**src/design/oric_tape_pkg.sv**
```systemverilog
////////////////////
// Oric tape and audio package
// Widths, download index, tape timing and mixer levels
////////////////////
package oric_tape_pkg;

	// Tape cache
	localparam int tape_addr_w = 16;
	localparam int tape_depth = 2 ** tape_addr_w;

	typedef logic [tape_addr_w-1:0] tape_addr_t;
	typedef logic [7:0] tape_byte_t;
	typedef logic [7:0] dl_index_t;

	// Download index of a tape file
	localparam dl_index_t tape_index = 8'd1;

	// Clock cycles per serial tape bit
	localparam int bit_cycles = 4;
	localparam int bit_cnt_w = $clog2(bit_cycles);
	typedef logic [bit_cnt_w-1:0] bit_cnt_t;

	// Sound generator and output words
	typedef logic [11:0] psg_chan_t;
	typedef logic [13:0] psg_mono_t;
	typedef logic [15:0] audio_word_t;
	typedef logic [10:0] tape_level_t;
	typedef logic [14:0] mix_sum_t;

	// Tape volume codes, 2 and 3 both select high
	typedef logic [1:0] tape_volume_t;
	localparam tape_volume_t vol_mute = 2'd0;
	localparam tape_volume_t vol_low = 2'd1;
	localparam tape_level_t tape_level_low = 11'd512;
	localparam tape_level_t tape_level_high = 11'd1024;

	// Stereo codes, 2 and 3 both select ACB
	typedef logic [1:0] stereo_mode_t;
	localparam stereo_mode_t stereo_mono = 2'd0;
	localparam stereo_mode_t stereo_abc = 2'd1;

endpackage

```
**src/design/audio_mixer.sv**
```systemverilog
////////////////////
// Audio mixer
// Sound channels plus tape level into
// registered left and right words
////////////////////
module audio_mixer (
	input logic clk_sys,
	input logic reset,
	input logic tape_bit,
	input oric_tape_pkg::tape_volume_t tape_volume,
	input oric_tape_pkg::stereo_mode_t stereo_mode,
	input oric_tape_pkg::psg_chan_t psg_a,
	input oric_tape_pkg::psg_chan_t psg_b,
	input oric_tape_pkg::psg_chan_t psg_c,
	input oric_tape_pkg::psg_mono_t psg_mono,
	output oric_tape_pkg::audio_word_t audio_l,
	output oric_tape_pkg::audio_word_t audio_r
);

	oric_tape_pkg::tape_level_t tape_level;
	oric_tape_pkg::mix_sum_t sum_mono;
	oric_tape_pkg::mix_sum_t sum_ab;
	oric_tape_pkg::mix_sum_t sum_ac;
	oric_tape_pkg::mix_sum_t sum_bc;
	oric_tape_pkg::mix_sum_t sum_l;
	oric_tape_pkg::mix_sum_t sum_r;

	////////////////////
	// Tape level
	////////////////////

	always_comb begin
		if (!tape_bit || tape_volume == oric_tape_pkg::vol_mute) begin
			tape_level = '0;
		end else if (tape_volume == oric_tape_pkg::vol_low) begin
			tape_level = oric_tape_pkg::tape_level_low;
		end else begin
			tape_level = oric_tape_pkg::tape_level_high;
		end
	end

	////////////////////
	// Channel sums
	////////////////////

	// Widened to 15 bits so no sum can overflow
	assign sum_mono = oric_tape_pkg::mix_sum_t'(psg_mono)
		+ oric_tape_pkg::mix_sum_t'(tape_level);
	assign sum_ab = oric_tape_pkg::mix_sum_t'(psg_a) + oric_tape_pkg::mix_sum_t'(psg_b)
		+ oric_tape_pkg::mix_sum_t'(tape_level);
	assign sum_ac = oric_tape_pkg::mix_sum_t'(psg_a) + oric_tape_pkg::mix_sum_t'(psg_c)
		+ oric_tape_pkg::mix_sum_t'(tape_level);
	assign sum_bc = oric_tape_pkg::mix_sum_t'(psg_b) + oric_tape_pkg::mix_sum_t'(psg_c)
		+ oric_tape_pkg::mix_sum_t'(tape_level);

	always_comb begin
		if (stereo_mode == oric_tape_pkg::stereo_mono) begin
			sum_l = sum_mono;
			sum_r = sum_mono;
		end else if (stereo_mode == oric_tape_pkg::stereo_abc) begin
			sum_l = sum_ab;
			sum_r = sum_bc;
		end else begin
			// ACB, right side same as ABC
			sum_l = sum_ac;
			sum_r = sum_bc;
		end
	end

	// Output words, shifted left once
	always_ff @(posedge clk_sys) begin
		if (reset) begin
			audio_l <= '0;
			audio_r <= '0;
		end else begin
			audio_l <= {sum_l, 1'b0};
			audio_r <= {sum_r, 1'b0};
		end
	end

endmodule

```
**config.mk**
```make
export PLATFORM = sky130hd
export DESIGN_NAME = audio_mixer
export DESIGN_NICKNAME = d
export VERILOG_FILES = /design/src/design/oric_tape_pkg.sv /design/src/design/audio_mixer.sv
export SDC_FILE = /design/constraint.sdc
export NUM_CORES = 1
export LEC_CHECK = 0
export BUFFER_PORTS_ARGS = -buffer_cell sky130_fd_sc_hd__buf_2
export CAP_MARGIN = 10
export CORE_ASPECT_RATIO = 2
export CORE_MARGIN = 5
export CORE_UTILIZATION = 30
export DETAILED_ROUTE_END_ITERATION = 6
export GPL_TIMING_DRIVEN = 0
export HOLD_SLACK_MARGIN = 0.08
export PLACE_DENSITY = 0.49
export SLEW_MARGIN = 20
export SYNTH_ARGS = -nofsm -noshare
export SYNTH_HDL_FRONTEND = slang
export SYNTH_SLANG_ARGS = --single-unit
```
**constraint.sdc**
```tcl
create_clock -name clk_sys -period 2.2 [get_ports clk_sys]
set_input_delay 0.11 -clock clk_sys [delete_from_list [all_inputs] [get_ports clk_sys]]
set_output_delay 0.11 -clock clk_sys [all_outputs]
set_load 0.02 [all_outputs]
```
* After elaboration in Yosys (flattened, before gate mapping)
Index checks and enable logic that the tools add are counted.
Operators by class: $add $sub $neg 7, equality and inequality tests 2, multiplexer cells 5, reduce and logical (&&, ||, !) cells 4
Operators with widths (number):
- 13-bit by 11-bit adder with 14-bit output | 3
- 12-bit by 12-bit adder with 13-bit output | 3
- 15-bit two-way mux | 2
- 11-bit two-way mux | 2
- 14-bit by 11-bit adder with 15-bit output | 1
- 14-bit two-way mux | 1
- 2-bit by 1-bit == test with 1-bit output, second input constant | 2
- 2-bit logical NOT | 2
- 1-bit logical NOT | 1
- 1-bit logical OR | 1
Word-level totals: flip-flop bits (word level) 32, logic and storage cells 22

* Depth between registers and ports, before layout
Gate-level depths: netlist (run 1).
word-level depth 6, depth in mapped cells 11, gate-level depth less buffers 10

* Worst setup path after synthesis (run 1)
No wires, ideal clock.
kind input port to flip-flop, from in psg_a[1], to reg audio_l[10], setup time 0.137 ns, arrival time 2.170 ns, data required time 2.063 ns, setup slack -0.108 ns, stages on the path 9, cell sequence ha_1 ha_1 fa_1 a21o_2 and4_1 o21a_1 or4_1 a21oi_1 a211oi_1
On the way: word-level cells in the longest chain between the ends 4, elaborated cells between the ends (all ways) 6
Ends and longest elaborated chain:
- start: declaration | RTL line audio_mixer.sv:12 | input oric_tape_pkg::psg_chan_t psg_a,
- 12-bit by 12-bit adder with 13-bit output, on equally long branches | RTL line audio_mixer.sv:51, audio_mixer.sv:49
- 13-bit by 11-bit adder with 14-bit output, on equally long branches | RTL line audio_mixer.sv:52, audio_mixer.sv:50
- 14-bit two-way mux (*) | RTL line audio_mixer.sv:60 | end else if (stereo_mode == oric_tape_pkg::stereo_abc) begin
- 15-bit two-way mux (*) | RTL line audio_mixer.sv:57 | if (stereo_mode == oric_tape_pkg::stereo_mono) begin
- end signal: assignment | RTL line audio_mixer.sv:76 | audio_l <= {sum_l, 1'b0};
- end: declaration | RTL line audio_mixer.sv:16 | output oric_tape_pkg::audio_word_t audio_l,
Every way passes the cells marked *; elsewhere a longest branch is shown, timed or not. A chain may end at the register's enable or synchronous reset.

* Final worst setup path (run 1)
Ends and elaborated chain as after synthesis.

==> flow_metrics.py, run 1 <==
metrics = {
    "outcome": {
        "run_status": "finished clean",
    },
    "synth": {
        "post_synth_fa_ha_maj_area_fraction_pct": 29.62,
        "synth-seq-cells": 29,
        "yosys.area_share.xor_xnor_pct": 6.098,
        "synth.distinct_cells": 53,
        "synth_compound_area_share_pct": 23.41,
        "syn-cell-area_um2": 3303,
        "synth_seq_area_share_pct": 17.58,
        "ys_top_cells_by_area": "ha_1 (25%), dfxtp_1 (18%), a21oi_1 (6.1%)",
        "ys_dominant_reg_cell": "dfxtp_1",
        "synthDominantCellAreaShare_pct": 25.38,
        "mux_cell_area_share_after_synthesis_pct": 2.121,
        "synthDominantAreaCellType": "ha_1",
        "synth_warnings": 0,
        "synth_top_family_by_area": "adder cells",
        "synthesis.instances": 395,
        "number_of_enable_flip_flop_cells_after_synthesis": 0,
        "synthesis.area_per_instance_um2": 8.362,
        "asyncSetResetFlopFracSynth_pct": 0,
        "simple_gate_share_of_the_synthesized_area_pct": 17.23,
    },
    "placed_design": {
        "half_perimeter_wire_length_after_detailed_placement_um": 9866,
        "placed_area_um2": 3940,
        "globalplace.congestion": 0.8462,
        "placed_cells_incl_taps": 622,
        "place.port_buffers": 86,
    },
    "floorplan": {
        "die-height_um": 158.4,
        "core.rowCount": 54,
        "boundaryPins": 89,
        "starting_utilization_of_the_core_area_pct": 30.37,
        "core_area_um2": 10880,
        "floorplan.die_area_um2": 13340,
        "die_x_um": 84.20,
    },
    "grt": {
        "grt_overflow_total": 0,
        "first_pass_grt_wire_length_um": 17730,
        "antenna_found_initial": 0,
        "track_usage_pct": 17.37,
        "pin_count_of_the_biggest_net_entering_global_routing": 11,
        "grt_pass1_vias": 3601,
    },
    "cts": {
        "numClockSinks": 29,
        "h-tree-depth": 2,
        "ctsLongestPathBuffers": 2,
        "tritoncts": "built",
        "clock_tree.root_cell": "clkbuf_16",
        "path_clk_slew_ps": 60,
        "cts_inserted_buffers": 5,
    },
    "cells_and_area": {
        "final_layout_size_suffix_gt1_share_pct": 27.09,
        "antenna_cells_inserted": 0,
        "syn2layout_area_growth_pct": 27.01,
        "num-nets-final": 621,
        "finish.instance_area_um2": 4195,
        "layoutNonFillerInstCount": 631,
    },
    "sta": {
        "setup_tns_ps": 0,
        "max_freq_ghz": 0.4671,
        "timing_worst_slew_pin_value_ps": 657.9,
        "setup_viol_count_final": 0,
        "max-slew-margin-rel_pct": 55.98,
        "final_hold_viol_count": 0,
        "timing_max_transition_violations_final": 0,
        "share_of_the_clock_period_used_by_the_worst_path_pct": 97.31,
        "min_period_ps": 2141,
    },
    "critical_path": {
        "critPathCaptureType": "flip-flop",
        "timing.setup.critical_path_class": "input pin to flip-flop",
        "worst_ep_required_time_ps": 2330,
        "crit_path_start_kind": "input pin",
        "worst-path-max-fanout": 3,
        "arrival_ps": 2270,
    },
    "min_path": {
        "timing.hold.worst_endpoint": "audio_r[4]",
        "class_of_the_most_critical_hold_timing_path": "input pin to flip-flop",
        "min_from": "psg_mono[3]",
        "worst_hold_path.num_cells": 3,
    },
    "routing": {
        "drt.antenna.violating_nets": 0,
        "postRouteWirelength_um": 11500,
        "vias_per_cell": 5.295,
        "post-route-drc-count": 0,
        "route.vias.total": 3341,
        "drtIter0Drc": 103,
        "drt-wirelength-per-cell_um": 18.23,
        "dr.pass1.iters": 5,
    },
    "power_and_ir_drop": {
        "vdd_ir_drop_max_uv": 271.4,
        "p_sw_share_pct": 39.50,
        "share_comb_of_total_power_pct": 47.4,
        "p_leak_nw": 2.017,
        "total_power_mw": 2.471,
        "p_int_mw": 1.495,
        "power.share.clock_pct": 28.1,
        "total_switching_power_mw": 0.9762,
        "seq_power_share_pct": 24.5,
        "pwr_density_cell_nw_per_um2": 589.0,
    },
    "run": {
        "cap_violations": 0,
    },
}
-- flip-flops by register name, summed over array words and instances, names as in the netlist --
register	flops
audio_l	14
audio_r	15
-- power groups by stage --
stage,sequential [mW],clock [mW],combinational (mW)
global placement,0.616,0,1.12
detailed placement,0.618,0,1.12
finish,0.606,0.694,1.17
CTS,0.607,0.718,1.15
floorplan,0.705,0,0.680
global route,0.611,0.740,1.30
-- cells by family after synthesis --
family          count (synthesis)
compound gates                119
xor+xnor                       23
fa+ha+maj                      74
buf+inv                        24
flops                          29
mux                             7
other cells                     1
simple gates                  118
-- cells in the mapped netlist (all sizes together) (5+ instances only) --
master	instances
a211oi	11
o211ai	6
nor3	11
buf	7
a21oi	40
mux2i	7
a21o	12
fa	7
nor2	29
a211o	5
inv	10
clkbuf	5
o21bai	6
ha	67
nand3	12
dfxtp	29
o21ai	17
xor2	7
xnor2	16
nand2	38
or4	5
-- worst max-delay path, stage by stage --
cell      delay (ps)
buf_2            130
ha_4             240
ha_4             170
fa_2             350
a21o_2           210
and4_4           200
o21a_1           210
or4_4            420
a21oi_2          150
a211oi_1          80
-- metrics by stage --
step	utilization [%]	setup slack [ps]	hold slack [ps]
5_1_grt	38.57	-9.318	120.0
3_3_place_gp	36.22	-459.7	375.3
6_report	38.57	59.25	106.6
4_1_cts	37.88	5.586	104.2
2_1_floorplan	-	41.65	246.0
3_5_place_dp	36.22	-503.8	375.7
-- what timing repair did --
item,4_1_cts,5_1_grt
pin swaps,2,9
resized for setup,8,17
buffers inserted,0,1
hold buffers,1,0
endpoints found under the hold margin,1,0
setup endpoints to repair,5,9
-- worst max path at each step --
stage,start,to,depth (start not counted)
finish,psg_a[1],audio_l[10],10
CTS,psg_a[0],audio_l[10],10
floorplan,psg_a[0],audio_l[10],9
detailed placement,tape_bit,audio_l[11],12
global route,tape_bit,audio_l[11],11
global placement,tape_bit,audio_l[11],12
-- cell type report --
cell class,instances,area [um^2]
fillers,1171,6683
multi-input cells,343,2726
flip-flops and latches,29,580.6
repair buffers,88,447.9
well taps,140,175.2
clock buffers,5,125.1
plain buffers,12,81.33
inverters,11,41.29
clock inverters,3,17.52
-- layer usage --
layer	share of wire (%)	GRT usage (%)
met5	0	0
met4	5.7	9.663
met3	4.5	2.952
met2	56	34.89
met1	34	16.11
-- placed cells by master, fill, tap and decap left out, types with 4 or more instances in the layout --
master     synthesis  final
a21oi_1           40     36
a21oi_2            0      4
nor2_1            28     28
ha_1              67     60
inv_1             10      9
buf_2              1     87
clkbuf_1           5      4
a21o_1            11     11
o21bai_1           6      6
nand2_1           38     37
fa_1               7      5
xor2_1             7      7
o21ai_0           15     13
o211ai_1           6      6
ha_2               0      4
dfxtp_1           29     29
a211oi_1          10     10
buf_4              3      4
a211o_1            5      5
xnor2_1           16     16
clkbuf_16          0      5
o21a_1             4      4
nand3_1           12     12
nand4b_1           4      4
or4_1              5      4
nor3_1            11     10
mux2i_1            7      6
Note: power is estimated with default switching activity, not from simulation.
==> run 2, diff against run 1 <==
- ABC_AREA: unset -> 1
==> run 2 against run 1 <==
  * Combinational power hardly changed
  * Die area is 5.0% higher
  * Global-route usage shrank 0.82 points
  * Highest routed layer unchanged
  * Wire length decreased by 1.1%
  * Cell count up 20%
  * Clock power decreased by 3.6%
  * Non-clock buffer count shrank 4
  * Cell area grew 1.3%
  * Synthesized cell count grew 31%
  * Critical path depth up 2
  * Maximum frequency increased by 10%
  * Sequential power is 1% lower
==> flow_metrics.py, run 2 <==
metrics = {
    "outcome": {
        "run_status": "finished clean",
    },
    "critical_path": {
        "timing.critical_path.slowest_cell_delay_ps": 540,
        "timing.setup.critical_path_class": "input pin to flip-flop",
        "path_delay_family": "adder cells",
        "critical_path.n_buffers_inverters": 3,
        "worst-path-max-fanout": 5,
        "critPathCaptureType": "flip-flop",
        "worst_ep_required_time_ps": 2370,
        "crit_path_start_kind": "input pin",
        "crit_chain": "buf_2 -> nand2_1 -> inv_2 -> fa_1 -> ha_4 -> a21oi_1 -> a21boi_0 -> nand4_1 -> nand3_1 -> nand3_1 -> nand2_1 -> inv_1",
        "critPathSlowestCell": "fa_1",
        "arrival_ps": 2110,
    },
    "synth": {
        "ys_dominant_reg_cell": "dfxtp_1",
        "asyncSetResetFlopFracSynth_pct": 0,
        "synthesis.instances": 518,
        "synth_warnings": 0,
        "ys_top_cells_by_area": "ha_1 (24%), dfxtp_1 (17%), nand2_1 (15%)",
        "syn-cell-area_um2": 3485,
        "synth_seq_area_share_pct": 16.66,
        "synth.distinct_cells": 37,
        "synthesis.area_per_instance_um2": 6.727,
        "synth.most_common_cell": "nand2_1",
        "synthDominantAreaCellType": "ha_1",
        "synthDominantCellAreaShare_pct": 24.06,
        "synth-seq-cells": 29,
        "number_of_enable_flip_flop_cells_after_synthesis": 0,
        "synthTopCellsByCount": "nand2_1 (139), ha_1 (67), inv_1 (56), nand3_1 (49), a21oi_1 (45)",
    },
    "sta": {
        "postLayoutSetupSlackWorst_ps": 259.8,
        "timing_worst_slew_pin_value_ps": 506.2,
        "max-slew-margin-rel_pct": 66.25,
        "share_of_the_clock_period_used_by_the_worst_path_pct": 88.19,
        "final.hold.worst_slack_ps": 109.7,
        "rsz_0062_raised_after_global_routing": "false",
        "setup_viol_count_final": 0,
        "min_period_ps": 1940,
        "max_freq_ghz": 0.5154,
        "final_hold_viol_count": 0,
        "timing_max_transition_violations_final": 0,
    },
    "power_and_ir_drop": {
        "p_sw_share_pct": 40.79,
        "p_int_mw": 1.425,
        "p_leak_nw": 2.374,
        "pwr_density_cell_nw_per_um2": 566.0,
        "seq_power_share_pct": 24.9,
        "vdd_ir_drop_max_uv": 322.6,
        "power.share.clock_pct": 27.8,
        "share_comb_of_total_power_pct": 47.3,
        "total_power_mw": 2.406,
        "total_switching_power_mw": 0.9816,
    },
    "cells_and_area": {
        "regMostFlops": "audio_r",
        "final_common_cell": "nand2_1",
        "num-nets-final": 743,
        "layout.cells.most_common_list": "nand2_1 (139), buf_2 (90), ha_1 (66)",
        "final_layout_size_suffix_gt1_share_pct": 20.07,
        "finish.instance_area_um2": 4252,
        "antenna_cells_inserted": 0,
        "largest_register_ffs": 15,
        "largest_registers": "audio_r: 15 flops, audio_l: 14 flops",
        "syn2layout_area_growth_pct": 22.01,
    },
    "floorplan": {
        "boundaryPins": 89,
        "die-height_um": 162.4,
        "core.rowCount": 55,
        "core_area_um2": 11350,
        "floorplan.die_area_um2": 14000,
        "starting_utilization_of_the_core_area_pct": 30.69,
        "die_x_um": 86.21,
    },
    "placed_design": {
        "half_perimeter_wire_length_after_detailed_placement_um": 10010,
        "globalplace.congestion": 0.8638,
        "place.port_buffers": 86,
        "placed_area_um2": 4096,
        "dp_worst_setup_slack_ps": -197.3,
    },
    "routing": {
        "route.vias.total": 3653,
        "drtIter0Drc": 141,
        "post-route-drc-count": 0,
        "drt.antenna.violating_nets": 0,
        "drt-wirelength-per-cell_um": 15.07,
        "dr.pass1.iters": 4,
        "postRouteWirelength_um": 11380,
        "vias_per_cell": 4.838,
    },
    "cts": {
        "numClockSinks": 29,
        "clock_tree.root_cell": "clkbuf_16",
        "path_clk_slew_ps": 50,
        "cts_inserted_buffers": 5,
        "tritoncts": "built",
        "ctsLongestPathBuffers": 2,
        "h-tree-depth": 2,
    },
    "grt": {
        "first_pass_grt_wire_length_um": 18170,
        "grt_overflow_total": 0,
        "track_usage_pct": 16.55,
        "pin_count_of_the_biggest_net_entering_global_routing": 11,
        "grt_pass1_vias": 3816,
        "antenna_found_initial": 0,
    },
    "run": {
        "cap_violations": 0,
    },
    "min_path": {
        "class_of_the_most_critical_hold_timing_path": "input pin to flip-flop",
    },
}
==> run 2: logic make-up (layout without fill, tap and decap cells) <==
family / Yosys count / after routing / synth area share [%]
AO/OA/AOI/OAI: 86 / 86 / 13.64
XOR/XNOR: 8 / 8 / 2.011
adder cells (fa/ha/maj): 74 / 74 / 28.08
buffers and inverters: 69 / 163 / 8.007
flip-flops: 29 / 29 / 16.66
other: 1 / 2 / 0.1076
AND/OR/NAND/NOR: 251 / 251 / 31.49
==> run 2: layout make-up <==
cell class                      instances  area, um^2
Fill cell                            1307        7103
Inverter                               59       221.5
Clock inverter                          3       17.52
Tap cell                              142       177.7
Multi-Input combinational cell        421        2641
Sequential cell                        29       580.6
Clock buffer                            5       125.1
Buffer                                 10       57.56
Timing Repair Buffer                   86       430.4
==> run 2: metal layers <==
layer	wire [um]	up-vias	global-route usage [%]
met5	0	-	0
met1	4196	1619	16.62
met2	6204	96	32.15
li1	-	1915	-
met3	467	23	2.582
met4	510	0	7.589
==> run 2: worst paths after layout <==
path / from / endpoint / slack, ps / cells past startpoint
worst max-delay path: tape_bit / audio_l[12] / 260 / 12
worst min-delay path: psg_mono[13] / audio_r[15] / 110 / 3
==> run 2: per-stage QoR <==
stage	std cells	util, %	setup TNS [ps]
after floorplan	519	-	0
after global placement	747	36.08	-407.7
after detailed placement	747	36.08	-449.6
after CTS	755	37.33	0
after global routing	755	37.44	0
final	755	37.44	0
==> run 2: power by group through the flow <==
stage	Combinational, mW	Clock, mW	Sequential [mW]
after floorplan	0.706	0	0.692
after global placement	1.13	0	0.611
after detailed placement	1.14	0	0.611
after CTS	1.14	0.682	0.600
after global routing	1.30	0.707	0.607
final	1.14	0.669	0.599
==> run 2: what timing repair did <==
action / in CTS / in global routing
setup buffers: 0 / 0
gates resized for setup: 0 / 2
hold buffers: 0 / 0
setup endpoints to repair: 0 / 2
