--- config.mk ---
export PLATFORM = sky130hd
export DESIGN_NAME = tape_player_flat
export DESIGN_NICKNAME = d
export VERILOG_FILES = /design/src/design/oric_tape_pkg.sv /design/src/design/tape_store_if.sv /design/src/design/tape_player.sv /design/src/flat_wrapper.sv
export SDC_FILE = /design/constraint.sdc
export NUM_CORES = 1
export LEC_CHECK = 0
export ABC_AREA = 1
export BUFFER_PORTS_ARGS = -buffer_cell sky130_fd_sc_hd__buf_2
export CAP_MARGIN = 20
export CORE_ASPECT_RATIO = 1.25
export CORE_MARGIN = 8
export CORE_UTILIZATION = 55
export CTS_BUF_LIST = sky130_fd_sc_hd__clkbuf_8
export DETAILED_ROUTE_END_ITERATION = 7
export PLACE_DENSITY = 0.79
export SYNTH_ARGS = -nofsm -noshare
export SYNTH_HDL_FRONTEND = slang
export SYNTH_SLANG_ARGS = --single-unit
--- constraint.sdc ---
create_clock -name clk_sys -period 3.2 [get_ports clk_sys]
set_input_delay 0.64 -clock clk_sys [delete_from_list [all_inputs] [get_ports clk_sys]]
set_output_delay 0.64 -clock clk_sys [all_outputs]
set_load 0.05 [all_outputs]
--- src/design/oric_tape_pkg.sv ---
////////////////////
// Oric tape and audio package
// Widths, download index, tape timing and mixer levels
////////////////////
package oric_tape_pkg;

	// Tape cache
	localparam int tape_addr_w = 16;
	localparam int tape_depth = 2 ** tape_addr_w;

	typedef logic [tape_addr_w-1:0] tape_addr_t;
	typedef logic [7:0] tape_byte_t;
	typedef logic [7:0] dl_index_t;

	// Download index of a tape file
	localparam dl_index_t tape_index = 8'd1;

	// Clock cycles per serial tape bit
	localparam int bit_cycles = 4;
	localparam int bit_cnt_w = $clog2(bit_cycles);
	typedef logic [bit_cnt_w-1:0] bit_cnt_t;

	// Sound generator and output words
	typedef logic [11:0] psg_chan_t;
	typedef logic [13:0] psg_mono_t;
	typedef logic [15:0] audio_word_t;
	typedef logic [10:0] tape_level_t;
	typedef logic [14:0] mix_sum_t;

	// Tape volume codes, 2 and 3 both select high
	typedef logic [1:0] tape_volume_t;
	localparam tape_volume_t vol_mute = 2'd0;
	localparam tape_volume_t vol_low = 2'd1;
	localparam tape_level_t tape_level_low = 11'd512;
	localparam tape_level_t tape_level_high = 11'd1024;

	// Stereo codes, 2 and 3 both select ACB
	typedef logic [1:0] stereo_mode_t;
	localparam stereo_mode_t stereo_mono = 2'd0;
	localparam stereo_mode_t stereo_abc = 2'd1;

endpackage

--- src/design/tape_store_if.sv ---
////////////////////
// Tape store interface
// Cache read port and tape state, loader to player
////////////////////
interface tape_store_if;

	oric_tape_pkg::tape_addr_t read_addr;
	// Byte at read_addr, one cycle later
	oric_tape_pkg::tape_byte_t read_data;
	oric_tape_pkg::tape_addr_t last_addr;
	logic loaded;
	// Level, high during a tape download or rewind
	logic restart;

	modport store (
		input read_addr,
		output read_data,
		output last_addr,
		output loaded,
		output restart
	);

	modport player (
		output read_addr,
		input read_data,
		input last_addr,
		input loaded,
		input restart
	);

endinterface

--- src/design/tape_player.sv ---
////////////////////
// Tape player
// Reads the cache and shifts each byte out as
// a serial tape bit, MSB first, under motor control
////////////////////
module tape_player (
	input logic clk_sys,
	input logic reset,
	input logic tape_motor,
	tape_store_if.player store,
	output logic tape_bit
);

	oric_tape_pkg::tape_addr_t read_addr;
	oric_tape_pkg::tape_byte_t shift_reg;
	logic [2:0] bit_idx;
	oric_tape_pkg::bit_cnt_t bit_count;
	// Address 0 issued, its data arrives next cycle
	logic primed;
	// At least one byte taken from the cache
	logic have_byte;
	logic done;
	logic enable;
	logic byte_boundary;
	logic end_of_tape;

	assign enable = tape_motor && store.loaded;

	assign byte_boundary = !have_byte || (bit_idx == 3'd7);

	// read_addr already points past the byte just sent
	assign end_of_tape = have_byte &&
		(read_addr == oric_tape_pkg::tape_addr_t'(store.last_addr + 1'b1));

	assign store.read_addr = read_addr;

	////////////////////
	// Bit sequencer
	////////////////////

	always_ff @(posedge clk_sys) begin
		if (reset || store.restart) begin
			read_addr <= '0;
			bit_idx <= '0;
			bit_count <= '0;
			primed <= 1'b0;
			have_byte <= 1'b0;
			done <= 1'b0;
			tape_bit <= 1'b0;
		end else if (enable && !done) begin
			if (!primed) begin
				// First enabled cycle, address 0 is on the bus
				primed <= 1'b1;
			end else if (bit_count != '0) begin
				// Hold the current bit
				bit_count <= bit_count - 1'b1;
			end else if (byte_boundary) begin
				if (end_of_tape) begin
					done <= 1'b1;
					tape_bit <= 1'b0;
				end else begin
					// Next byte is already waiting on read_data
					shift_reg <= store.read_data;
					tape_bit <= store.read_data[7];
					bit_idx <= '0;
					bit_count <= oric_tape_pkg::bit_cnt_t'(oric_tape_pkg::bit_cycles - 1);
					read_addr <= read_addr + 1'b1;
					have_byte <= 1'b1;
				end
			end else begin
				shift_reg <= {shift_reg[6:0], 1'b0};
				tape_bit <= shift_reg[6];
				bit_idx <= bit_idx + 1'b1;
				bit_count <= oric_tape_pkg::bit_cnt_t'(oric_tape_pkg::bit_cycles - 1);
			end
		end
	end

endmodule

--- src/flat_wrapper.sv ---
// flat-port wrapper written by rule: the top's interface ports become plain ports
module tape_player_flat 
  (clk_sys, reset, tape_motor, tape_bit, store_read_addr, store_read_data, store_last_addr, store_loaded, store_restart);
  tape_store_if store_i ();
  input logic clk_sys;
  input logic reset;
  input logic tape_motor;
  output logic tape_bit;
  output wire logic [$bits(store_i.read_addr)-1:0] store_read_addr;
  input wire logic [$bits(store_i.read_data)-1:0] store_read_data;
  input wire logic [$bits(store_i.last_addr)-1:0] store_last_addr;
  input wire logic [$bits(store_i.loaded)-1:0] store_loaded;
  input wire logic [$bits(store_i.restart)-1:0] store_restart;
  assign store_read_addr = store_i.read_addr;
  assign store_i.read_data = store_read_data;
  assign store_i.last_addr = store_last_addr;
  assign store_i.loaded = store_loaded;
  assign store_i.restart = store_restart;
  tape_player u_core (.clk_sys(clk_sys), .reset(reset), .tape_motor(tape_motor), .store(store_i), .tape_bit(tape_bit));
endmodule
# Word-level counts from Yosys, hierarchy flattened
# Index checks and enable logic that the tools add are counted.
[word_totals]
wordCells = 43
regBits = 32
output_inout_bits = 17
in_bits = 29
[classes]
n_reduce_logical = 14
n_bitwise = 3
eq_ne = 4
addsub = 4
mux = 9
[op_table]
columns = ["operator", "n"]
rows = [
  ["$add A16 B1 Y16 const B", 2],
  ["$eq A16 B16 Y1", 1],
  ["$reduce_and A5 Y1", 3],
  ["$mux W7", 2],
  ["$mux W2", 3],
  ["$mux W3", 2],
  ["$reduce_and A3 Y1", 2],
  ["$reduce_and A4 Y1", 1],
  ["$add A3 B1 Y3 const B", 1],
  ["$eq A3 B3 Y1 const B", 1],
  ["$logic_and A1 B1 Y1", 3],
  ["$ne A3 B3 Y1 const B", 1],
  ["$not A1 Y1", 3],
  ["$logic_not A1 Y1", 2],
  ["$logic_or A1 B1 Y1", 2],
  ["$mux W1", 2],
  ["$ne A2 B2 Y1 const B", 1],
  ["$reduce_bool A2 Y1", 1],
  ["$sub A2 B1 Y2 const B", 1],
]

# Logic depth before layout (Yosys ltp)
# Gate-level depths: netlist of the first run.
[logic_depth]
word_depth = 6
mapped_depth = 16

# Least setup slack after synthesis of the first run
# Ideal clock, no wire load.
[synth_path]
kind = "in2reg"
from = "in store_last_addr[0]"
to = "reg u_core.shift_reg[0] (enable)"
path_buffers = 0
arrival_ps = 1926
setup_time_ps = 360
stages = 10
path_slack_ps = 914
required_ps = 2840
path_cell_list = "ha_1 inv_1 nor2_4 nand2_2 xnor3_1 nand3_2 nor2_4 nand2_1 nand2_1 nor2_1"
[synth_via]
elab_chain_cells = 5
[synth_lines]
columns = ["element", "line", "source"]
rows = [
  ["start: declaration", "flat_wrapper.sv:11", "input wire logic [$bits(store_i.last_addr)-1:0] store_last_addr;"],
  ["$add A16 B1 Y16", "tape_player.sv:33", "(read_addr == oric_tape_pkg::tape_addr_t'(store.last_addr + 1'b1));"],
  ["$eq A16 B16 Y1", "tape_player.sv:33", ""],
  ["$logic_and A1 B1 Y1", "tape_player.sv:32", "assign end_of_tape = have_byte &&"],
  ["$ne A2 B2 Y1 (no source line)", "n/a", ""],
  ["$reduce_and A5 Y1 (no source line)", "n/a", ""],
  ["end signal: assignment", "tape_player.sv:63", "shift_reg <= store.read_data;"],
  ["end signal: assignment", "tape_player.sv:71", "shift_reg <= {shift_reg[6:0], 1'b0};"],
  ["end: declaration", "tape_player.sv:15", "oric_tape_pkg::tape_byte_t shift_reg;"],
]
# No other way between the ends.
# A chain may end at the register's enable or synchronous reset.

# Worst setup path after layout of the first run
# Ends and elaborated chain as after synthesis.

==> impl_metrics.csv, run 1 <==
group,metric,value,unit
min_path,hold_depth,2,
yosys,syn_inst,369,
sta,slew_headroom,64.4,%
pwr,vdd_drop_max,0.408,mV
die,die_w,75.2,microns
die,io_pins,46,
die,row_count,27,
yosys,netlist_area,0.00241,sq mm
sta,setup_viol,0,
layout,final_nets,450,
detailed_routing,wl_per_cell,12.2,microns
layout,largest_reg_flops,16,
critical_path,critPathArrivalTime,2250,ps
sta,hold_violations,0,
global_routing,antenna_found_initial,0,
detailed_routing,first_iter_violations,98,
layout,drive_gt1_share,22.5,%
clocking,cts_made_buffers,5,
critical_path,crit_slowest_cell,"nor2_1",
clocking,clk_latency,290,ps
placed_design,dp_slack,557,ps
global_routing,grt_max_degree,21,
placed_design,place_congestion,0.925,
yosys,syn_nets,403,
clocking,cts.reportedPaths.clkPinSlew,60,ps
sta,finalWorstSetupSlack,867,ps
detailed_routing,via_count,2444,
die,fp.dieArea,0.00677,sq mm
clocking,cts_setup_buffers,0,
critical_path,critPathCaptureType,"flop",
global_routing,grt_usage,18.0,%
critical_path,startpoint_type,"input pin",
global_routing,grt_pass1_wl,9.88,mm
clocking,postCtsHoldBufs,0,
critical_path,crit_top_cell,"nand2_1",
critical_path,reg2regPathDepth,8,
detailed_routing,dr.pass1.iters,4,
sta,rsz0062_at_grt,"false",
die,initial_utilization,55.8,%
layout,antenna_cells,0,
critical_path,r2r-start,"u_core.bit_idx[0]$_SDFFE_PP0P_",
pwr,power_density,300,mW/mm^2
detailed_routing,wl,5.79,mm
layout,fin_util,64.0,%
sta,max_freq,429,MHz
global_routing,grt.overflow.total,0,
placed_design,hpwlAfterDp,4.62,mm
clocking,clkSinkCount,32,
global_routing,grt_pass1_vias,2341,
yosys,yosysUniqueCellTypes,33,
critical_path,worstReg2RegEnd,"u_core.shift_reg[0]$_SDFFCE_PP0P_",
sta,fin_tns_setup,0,ps
placed_design,portBuffers,45,
pwr,p_leak,1.29,nW
clocking,clockBufferDepth,2,
critical_path,worstPathRequired,3120,ps
layout,fillers,441,
sta,post-route-period-util,72.9,%
die,fp.coreArea,0.00432,sq mm
outcome,status,"finished, final reports clean",
detailed_routing,post-route-drc-count,0,
pwr,power,829,uW
sta,skew,10.7,ps
min_path,min_from,"u_core.done$_SDFFE_PP0P_",
clocking,clockRootBuffer,"clkbuf_8",
min_path,min_path_type,"flop to flop",
sta,fin_crit,2330,ps
yosys,yosysWarnings,0,
critical_path,path_class,"input pin to flop",
detailed_routing,drt-vias-per-instance,5.15,
yosys,syn_avg_cell_area,6.53,sq um
yosys,yosysSeqAreaShare,29.5,%
critical_path,cp_slowest_stage_delay,430,ps
job,cap_violations,0,
detailed_routing,ant_nets,0,
sta,worst_pin_slew,532,ps
clocking,htreeDepth,2,
critical_path,path_cells,"buf_2, ha_1, inv_1, nor2_4, nand3_1, nand2_1, nand2_1, nand2_1, nor2_1, nand2_2, nor2_4, nand2_1, nand2_1, nor2_1",
sta,maxSlewViolCount,0,
die,fp.dieH,90.0,microns
critical_path,cp_max_fo,7,
clocking,cts_resized,0,
layout,area_delta_synth_final,14.8,%
critical_path,r2r_slack,970,ps
yosys,synth-seq-cells,32,
min_path,min_to,"u_core.done$_SDFFE_PP0P_",
clocking,cts_tree,"built",
placed_design,placed_cells,467,
layout,stdcell_count,475,
==> Yosys cell counts, drive strengths merged <==
| cell type | count | share of area (%) |
|---|---|---|
| nand2 | 140 | 23 |
| inv | 51 | 8.1 |
| nor2 | 44 | 9.3 |
| dfxtp | 25 | 21 |
| nand3 | 25 | 5.8 |
| a21oi | 22 | 6.0 |
| xor2 | 15 | 5.4 |
| nand4 | 8 | 2.1 |
| edfxtp | 7 | 8.7 |
| ha | 5 | 2.6 |
| o21ai | 5 | 1.0 |
| clkbuf | 4 | 0.67 |
| nor3 | 4 | 0.83 |
| xnor2 | 4 | 1.5 |
| buf | 3 | 1.3 |
| clkinv | 2 | 0.31 |
| nand3b | 1 | 0.31 |
| nor4 | 1 | 0.26 |
| o211ai | 1 | 0.31 |
| o41ai | 1 | 0.36 |
| xnor3 | 1 | 0.93 |
==> stage by stage <==
stage          hold slack [ps]  instance area, sq um
2_1_floorplan              435                  2410
3_3_place_gp               449                  2680
3_5_place_dp               460                  2680
4_1_cts                    471                  2770
5_1_grt                    481                  2770
6_report                   470                  2770
==> metal layers <==
layer | track usage (%) | share of wire [%] | vias to the layer above
met3 | 3.89 | 4.5 | 15
met4 | 9.16 | 3.1 | 0
met1 | 19.1 | 41 | 1116
met2 | 31.5 | 52 | 65
met5 | 0 | 0 | -
li1 | - | - | 1248
==> worst max path at each step <==
stage	endpoint	from	slack, ps
global placement	u_core.shift_reg[0]$_SDFFCE_PP0P_	store_last_addr[0]	630
CTS	u_core.shift_reg[1]$_DFFE_PP_	store_last_addr[0]	870
detailed placement	u_core.shift_reg[1]$_DFFE_PP_	store_last_addr[0]	560
finish	u_core.shift_reg[0]$_SDFFCE_PP0P_	store_last_addr[0]	870
floorplan	u_core.shift_reg[0]$_SDFFCE_PP0P_	store_last_addr[0]	910
global route	u_core.shift_reg[1]$_DFFE_PP_	store_last_addr[0]	670
==> cell families (layout without fill, tap and decap cells) <==
group	count (synthesis)	count (layout)	share of synthesized area (%)
DFF	32	32	29.5
buffers and inverters	60	108	10.5
AOI/OAI and AO/OA	29	29	7.68
and+or+nand+nor	223	223	41.9
adders and majority gates	5	5	2.59
xor gates and xnor gates	20	20	7.84
==> cells in the final DEF (no fill, tap or decap), drive strengths merged, types with 4 or more instances in the layout <==
master,count
xor2,15
edfxtp,7
ha,5
clkbuf,6
xnor2,4
dfxtp,25
inv,51
buf,47
clkinv,4
a21oi,22
nand3,25
nor3,4
nor2,44
nand4,8
o21ai,5
nand2,140
==> critical path, delay by kind of cell <==
family	cells	cell delay, ps
buf+inv	2	210
simple gates	11	1200
fa+ha+maj	1	200
==> final cells by class <==
type                    instances  area, sq um  area share (%)
multi-input cells             277         1450            52.3
flip-flops and latches         32          711            25.7
repair buffers                 47          240            8.68
inverters                      53          204            7.37
clock buffers                   6         82.6            2.98
well taps                      58         72.6            2.62
clock inverters                 2         10.0           0.362
==> report_power, final <==
group          internal, mW  leakage (nW)  switching (mW)
combinational        0.0358         0.975          0.0595
clock                 0.171        0.0510           0.149
sequential            0.413         0.264        0.000587
Note: power is estimated with default switching activity, not from simulation.
==> inputs of run 2 (changes only) <==
--- a/config.mk
+++ b/config.mk
@@ -10,7 +10,7 @@
 export CAP_MARGIN = 20
 export CORE_ASPECT_RATIO = 1.25
 export CORE_MARGIN = 8
-export CORE_UTILIZATION = 55
+export CORE_UTILIZATION = 52
 export CTS_BUF_LIST = sky130_fd_sc_hd__clkbuf_8
 export DETAILED_ROUTE_END_ITERATION = 7
 export PLACE_DENSITY = 0.79
==> constraint.sdc (replaced) <==
create_clock -name clk_sys -period 2 [get_ports clk_sys]
set_input_delay 0.4 -clock clk_sys [delete_from_list [all_inputs] [get_ports clk_sys]]
set_output_delay 0.4 -clock clk_sys [all_outputs]
set_load 0.05 [all_outputs]
==> run 2 against run 1 <==
Effect of this change: via count up 1.8%; sequential power grew 59%; count of clock-buffer cells in the layout shrank 1; largest power group unchanged; die area up 4.6%; largest cell class unchanged.
==> impl_metrics.csv, run 2 (synthesis results as in run 1) <==
group,metric,value,unit
outcome,status,"finished, final reports clean",
layout,drive_gt1_share,30.6,%
sta,worst_pin_slew,429,ps
pwr,power_density,427,mW/mm^2
critical_path,r2r-start,"u_core.store.read_addr[5]$_SDFFE_PP0P_",
min_path,min_path_type,"input pin to flop",
sta,slew_headroom,71.2,%
clocking,cts_made_buffers,5,
critical_path,startpoint,"store_last_addr[0]",
layout,layout_common_cells,"nand2_1 (124), inv_1 (49), buf_2 (45), nor2_1 (31), buf_4 (28)",
global_routing,grt_max_degree,18,
sta,setup_viol,0,
layout,largest_reg_flops,16,
critical_path,r2r_slack,160,ps
critical_path,startpoint_type,"input pin",
clocking,clockRootBuffer,"clkbuf_8",
clocking,clkSinkCount,32,
layout,final_nets,478,
critical_path,path_delay_family,"simple AND/OR/NAND/NOR gates",
sta,skew,5.97,ps
detailed_routing,wl,6.09,mm
die,fp.dieH,92.1,microns
detailed_routing,dr.pass1.iters,4,
placed_design,portBuffers,45,
critical_path,reg2regPathDepth,11,
die,io_pins,46,
detailed_routing,wl_met1,2.48,mm
sta,max_freq,541,MHz
detailed_routing,wl_per_cell,12.1,microns
sta,holdWs,364,ps
critical_path,critPathBufInv,3,
layout,fin_util,68.6,%
sta,post-route-period-util,92.4,%
placed_design,place_congestion,0.988,
global_routing,grt.overflow.total,0,
global_routing,grt_pass1_wl,10.5,mm
critical_path,cp_slowest_stage_delay,180,ps
sta,fin_crit,1850,ps
critical_path,critPathCaptureType,"flop",
layout,area_delta_synth_final,26.0,%
critical_path,critical_path_depth,14,
detailed_routing,drt-vias-per-instance,4.95,
critical_path,crit_slowest_cell,"nor2_4",
clocking,clk_latency,280,ps
sta,hold_violations,0,
job,cap_violations,0,
layout,mostFrequentLayoutCell,"nand2_1",
global_routing,grt_pass1_vias,2434,
sta,fin_tns_setup,0,ps
pwr,power,1.30,mW
critical_path,path_class,"input pin to flop",
clocking,cts.reportedPaths.clkPinSlew,60,ps
detailed_routing,post-route-drc-count,0,
detailed_routing,via_count,2489,
layout,antenna_cells,0,
die,row_count,27,
critical_path,critPathArrivalTime,1890,ps
clocking,cts_tree,"built",
critical_path,crit_end,"u_core.shift_reg[4]$_DFFE_PP_",
detailed_routing,met3_length,246,microns
clocking,htreeDepth,2,
pwr,p_leak,1.44,nW
die,initial_utilization,54.5,%
placed_design,hpwlAfterDp,4.93,mm
die,die_w,76.9,microns
placed_design,dp_slack,-245,ps
critical_path,crit_top_cell,"nand2_1",
global_routing,antenna_found_initial,0,
critical_path,worstPathRequired,2040,ps
detailed_routing,wl_met2,3.23,mm
layout,fillers,408,
detailed_routing,first_iter_violations,110,
sta,finalWorstSetupSlack,152,ps
clocking,clockBufferDepth,2,
die,fp.coreArea,0.00443,sq mm
critical_path,worstReg2RegEnd,"u_core.shift_reg[4]$_DFFE_PP_",
pwr,vdd_drop_max,0.416,mV
global_routing,grt_usage,17.6,%
detailed_routing,ant_nets,0,
critical_path,path_cells,"buf_2, buf_4, nand3_4, nor2_2, nand2_1, nand2_1, nand2_1, nor2_2, nand3_2, nor2_4, nand2_1, nand2_2, nor2_2, buf_4",
detailed_routing,top_layer,"met4",
critical_path,cp_max_fo,7,
sta,maxSlewViolCount,0,
die,fp.dieArea,0.00709,sq mm
## run 2: changes by cell type in the layout (fill, tap and decap cells not counted), moves of 2 or more
cell	delta
buf_4	+26
dfxtp_1	-10
dfxtp_2	+9
nor2_1	-3
nor2_2	+3
buf_12	+2
clkinv_2	-2
## run 2: cell type report
| cell class | count | area (sq um) | area share [%] |
|---|---|---|---|
| multi-input cells | 277 | 1480 | 48.6 |
| flip-flops and latches | 32 | 726 | 23.9 |
| repair buffers | 75 | 475 | 15.7 |
| inverters | 53 | 206 | 6.80 |
| well taps | 58 | 72.6 | 2.39 |
| clock buffers | 5 | 68.8 | 2.27 |
| clock inverters | 3 | 11.3 | 0.371 |
## run 2: worst reg2reg max path, stage by stage (launching register included)
cell and delay [ps]:
dfxtp_2 330, xnor2_1 200, o21ai_0 120, nand2_1 80, nand2_1 60, nor2_2 150, nand3_2 110, nor2_4 180
nand2_1 90, nand2_2 80, nor2_2 30, buf_4 160
## run 2: routing by layer
layer / vias to the layer above / GRT usage [%]
met2: 49 / 32.4
met1: 1126 / 18.4
met4: 0 / 7.88
met5: - / 0
li1: 1303 / -
met3: 11 / 4.10
## run 2: timing repair
action,CTS,global route
buffers inserted,0,1
hold buffers,0,0
setup endpoints to repair,0,28
gates resized for setup,0,9
## run 2: where the power goes
group          internal [mW]  total (mW)  switching, mW  leakage, nW
clock                  0.232       0.458          0.226       0.0482
sequential             0.660       0.660       0.000644        0.270
combinational         0.0778       0.180          0.102         1.12
## run 2: worst min path at each step
stage,from,end,slack [ps],depth (start not counted)
final,store_read_data[7],u_core.tape_bit$_SDFFE_PP0P_,360,3
after global routing,store_read_data[7],u_core.tape_bit$_SDFFE_PP0P_,360,3
after CTS,store_read_data[7],u_core.tape_bit$_SDFFE_PP0P_,360,3
after detailed placement,u_core.bit_idx[1]$_SDFFE_PP0P_,u_core.bit_idx[1]$_SDFFE_PP0P_,460,2
after global placement,u_core.done$_SDFFE_PP0P_,u_core.done$_SDFFE_PP0P_,450,2
after floorplan,u_core.done$_SDFFE_PP0P_,u_core.done$_SDFFE_PP0P_,440,2
## run 2: metrics by stage
stage | area, sq um | cells
finish | 3040 | 503
global route | 3040 | 503
CTS | 2990 | 502
detailed placement | 2910 | 494
global placement | 2910 | 494
floorplan | 2430 | 369
==> inputs of run 3 (changes only) <==
--- a/config.mk
+++ b/config.mk
@@ -10,7 +10,7 @@
 export CAP_MARGIN = 20
 export CORE_ASPECT_RATIO = 1.25
 export CORE_MARGIN = 8
-export CORE_UTILIZATION = 52
+export CORE_UTILIZATION = 55
 export CTS_BUF_LIST = sky130_fd_sc_hd__clkbuf_8
 export DETAILED_ROUTE_END_ITERATION = 7
 export PLACE_DENSITY = 0.79
==> constraint.sdc (replaced) <==
create_clock -name clk_sys -period 2.15 [get_ports clk_sys]
set_input_delay 0.43 -clock clk_sys [delete_from_list [all_inputs] [get_ports clk_sys]]
set_output_delay 0.43 -clock clk_sys [all_outputs]
set_load 0.05 [all_outputs]
==> run 3 against run 2 <==
Effect of this change: count of clock-buffer cells in the layout did not move; sequential power fell by 6.7%; global-route usage increased by 1.5 points; non-clock buffer count shrank 17; via count decreased by 2.9%; total power shrank 8.2%; combinational power is 18% lower; die area down 4.4%; sequential share of layout area grew 1.1 points; largest cell class unchanged; highest routed layer unchanged.
==> impl_metrics.csv, run 3 (synthesis results as in run 1) <==
group,metric,value,unit
sta,hold_violations,0,
global_routing,grt_max_degree,21,
global_routing,antenna_found_initial,0,
clocking,cts_made_buffers,5,
critical_path,worstPathRequired,2100,ps
global_routing,grt.overflow.total,0,
detailed_routing,wl_per_cell,12.5,microns
sta,maxSlewViolCount,0,
die,initial_utilization,55.8,%
sta,fin_tns_setup,0,ps
detailed_routing,via_count,2418,
layout,mostFrequentLayoutCell,"nand2_1",
die,fp.coreArea,0.00432,sq mm
critical_path,critPathCaptureType,"flop",
global_routing,gr-max-usage-layer,"met2",
sta,finalWorstSetupSlack,247,ps
min_path,min_path_type,"input pin to flop",
clocking,postCtsHoldBufs,0,
clocking,clkSinkCount,32,
clocking,htreeDepth,2,
placed_design,dp_slack,-44.7,ps
die,io_pins,46,
sta,post-route-period-util,88.5,%
layout,final_nets,461,
critical_path,crit_slowest_cell,"dfxtp_2",
pwr,power_density,418,mW/mm^2
critical_path,critPathBufInv,3,
clocking,clockRootBuffer,"clkbuf_8",
pwr,p_leak,1.35,nW
layout,multi_input_area,0.00145,sq mm
critical_path,critPathArrivalTime,1850,ps
pwr,vdd_drop_max,0.423,mV
clocking,cts_resized,0,
outcome,status,"finished, final reports clean",
layout,area_delta_synth_final,18.4,%
global_routing,use_met3,3.44,%
detailed_routing,drt-vias-per-instance,4.99,
critical_path,cp_slowest_stage_delay,400,ps
sta,fin_crit,1900,ps
critical_path,path_delay_family,"simple AND/OR/NAND/NOR gates",
layout,drive_gt1_share,25.1,%
critical_path,path_class,"flop to flop",
placed_design,placed_cells,478,
layout,regArea,714,sq um
die,row_count,27,
global_routing,grt_pass1_vias,2417,
global_routing,grtUsageMet1,20.1,%
global_routing,grt_usage,19.1,%
critical_path,cp_max_fo,7,
job,cap_violations,0,
global_routing,grt_pass1_wl,10.4,mm
clocking,clockBufferDepth,2,
critical_path,crit_top_cell,"nand2_1",
detailed_routing,wl,6.07,mm
die,die_w,75.2,microns
layout,largest_reg_flops,16,
clocking,cts.reportedPaths.clkPinSlew,70,ps
sta,rsz0062_at_grt,"false",
sta,max_freq,526,MHz
layout,fillers,444,
global_routing,grt_use_met2,33.5,%
die,fp.dieH,90.0,microns
clocking,cts_tree,"built",
die,fp.dieArea,0.00677,sq mm
placed_design,hpwlAfterDp,4.92,mm
layout,layout_common_cells,"nand2_1 (125), inv_1 (50), buf_2 (45), nor2_1 (33)",
clocking,cts_setup_buffers,0,
detailed_routing,dr.pass1.iters,4,
layout,antenna_cells,0,
detailed_routing,first_iter_violations,89,
sta,slew_headroom,67.1,%
detailed_routing,ant_nets,0,
critical_path,r2r_slack,250,ps
detailed_routing,post-route-drc-count,0,
sta,worst_pin_slew,490,ps
critical_path,path_cells,"inv_1, nand2_1, nand2_1, inv_1, nand2_1, nand2_1, clkinv_1, nand2_1, nor2_2, nand3_2, nor2_4, nand2_1, nand2_1, nor2_2",
critical_path,startpoint_type,"flop",
clocking,clk_latency,280,ps
sta,setup_viol,0,
sta,skew,9.58,ps
layout,stdcell_count,485,
placed_design,place_congestion,0.950,
placed_design,portBuffers,45,
[run 3: final timing paths]
check | endpoint | depth (start not counted) | startpoint
max | u_core.shift_reg[3]$_DFFE_PP_ | 14 | u_core.store.read_addr[7]$_SDFFE_PP0P_
min | u_core.tape_bit$_SDFFE_PP0P_ | 3 | store_read_data[7]
min reg2reg | u_core.done$_SDFFE_PP0P_ | 2 | u_core.done$_SDFFE_PP0P_
max reg2reg | u_core.shift_reg[3]$_DFFE_PP_ | 14 | u_core.store.read_addr[7]$_SDFFE_PP0P_
[run 3: cell type report]
cell class	instances	share of cell area (%)
repair buffers	58	11.7
multi-input cells	277	50.8
inverters	53	7.15
flip-flops and latches	32	25.0
well taps	58	2.54
clock buffers	5	2.41
clock inverters	2	0.307
[run 3: tightest hold or removal path, stage by stage]
cell      delay (ps)
buf_2             80
o211ai_1          90
inv_1             50
[run 3: through the flow]
| step | cell area (sq um) | hold slack [ps] | power [mW] | util [%] |
|---|---|---|---|---|
| 2_1_floorplan | 2420 | 435 | 0.717 | - |
| 3_3_place_gp | 2780 | 450 | 0.773 | 64.2 |
| 3_5_place_dp | 2780 | 455 | 0.777 | 64.2 |
| 4_1_cts | 2850 | 387 | 1.21 | 66.0 |
| 5_1_grt | 2850 | 418 | 1.25 | 66.0 |
| 6_report | 2850 | 399 | 1.19 | 66.0 |
[run 3: power breakdown]
part | internal (mW) | total, mW | switching (mW)
clock | 0.215 | 0.429 | 0.214
combinational | 0.0575 | 0.147 | 0.0900
sequential | 0.615 | 0.616 | 0.000922
[run 3: per-layer routing]
metal / share of wire [%] / routed length [microns]
met1: 38 / 2320
met2: 53 / 3240
met3: 4.2 / 254
met4: 4.2 / 252
met5: 0 / 0
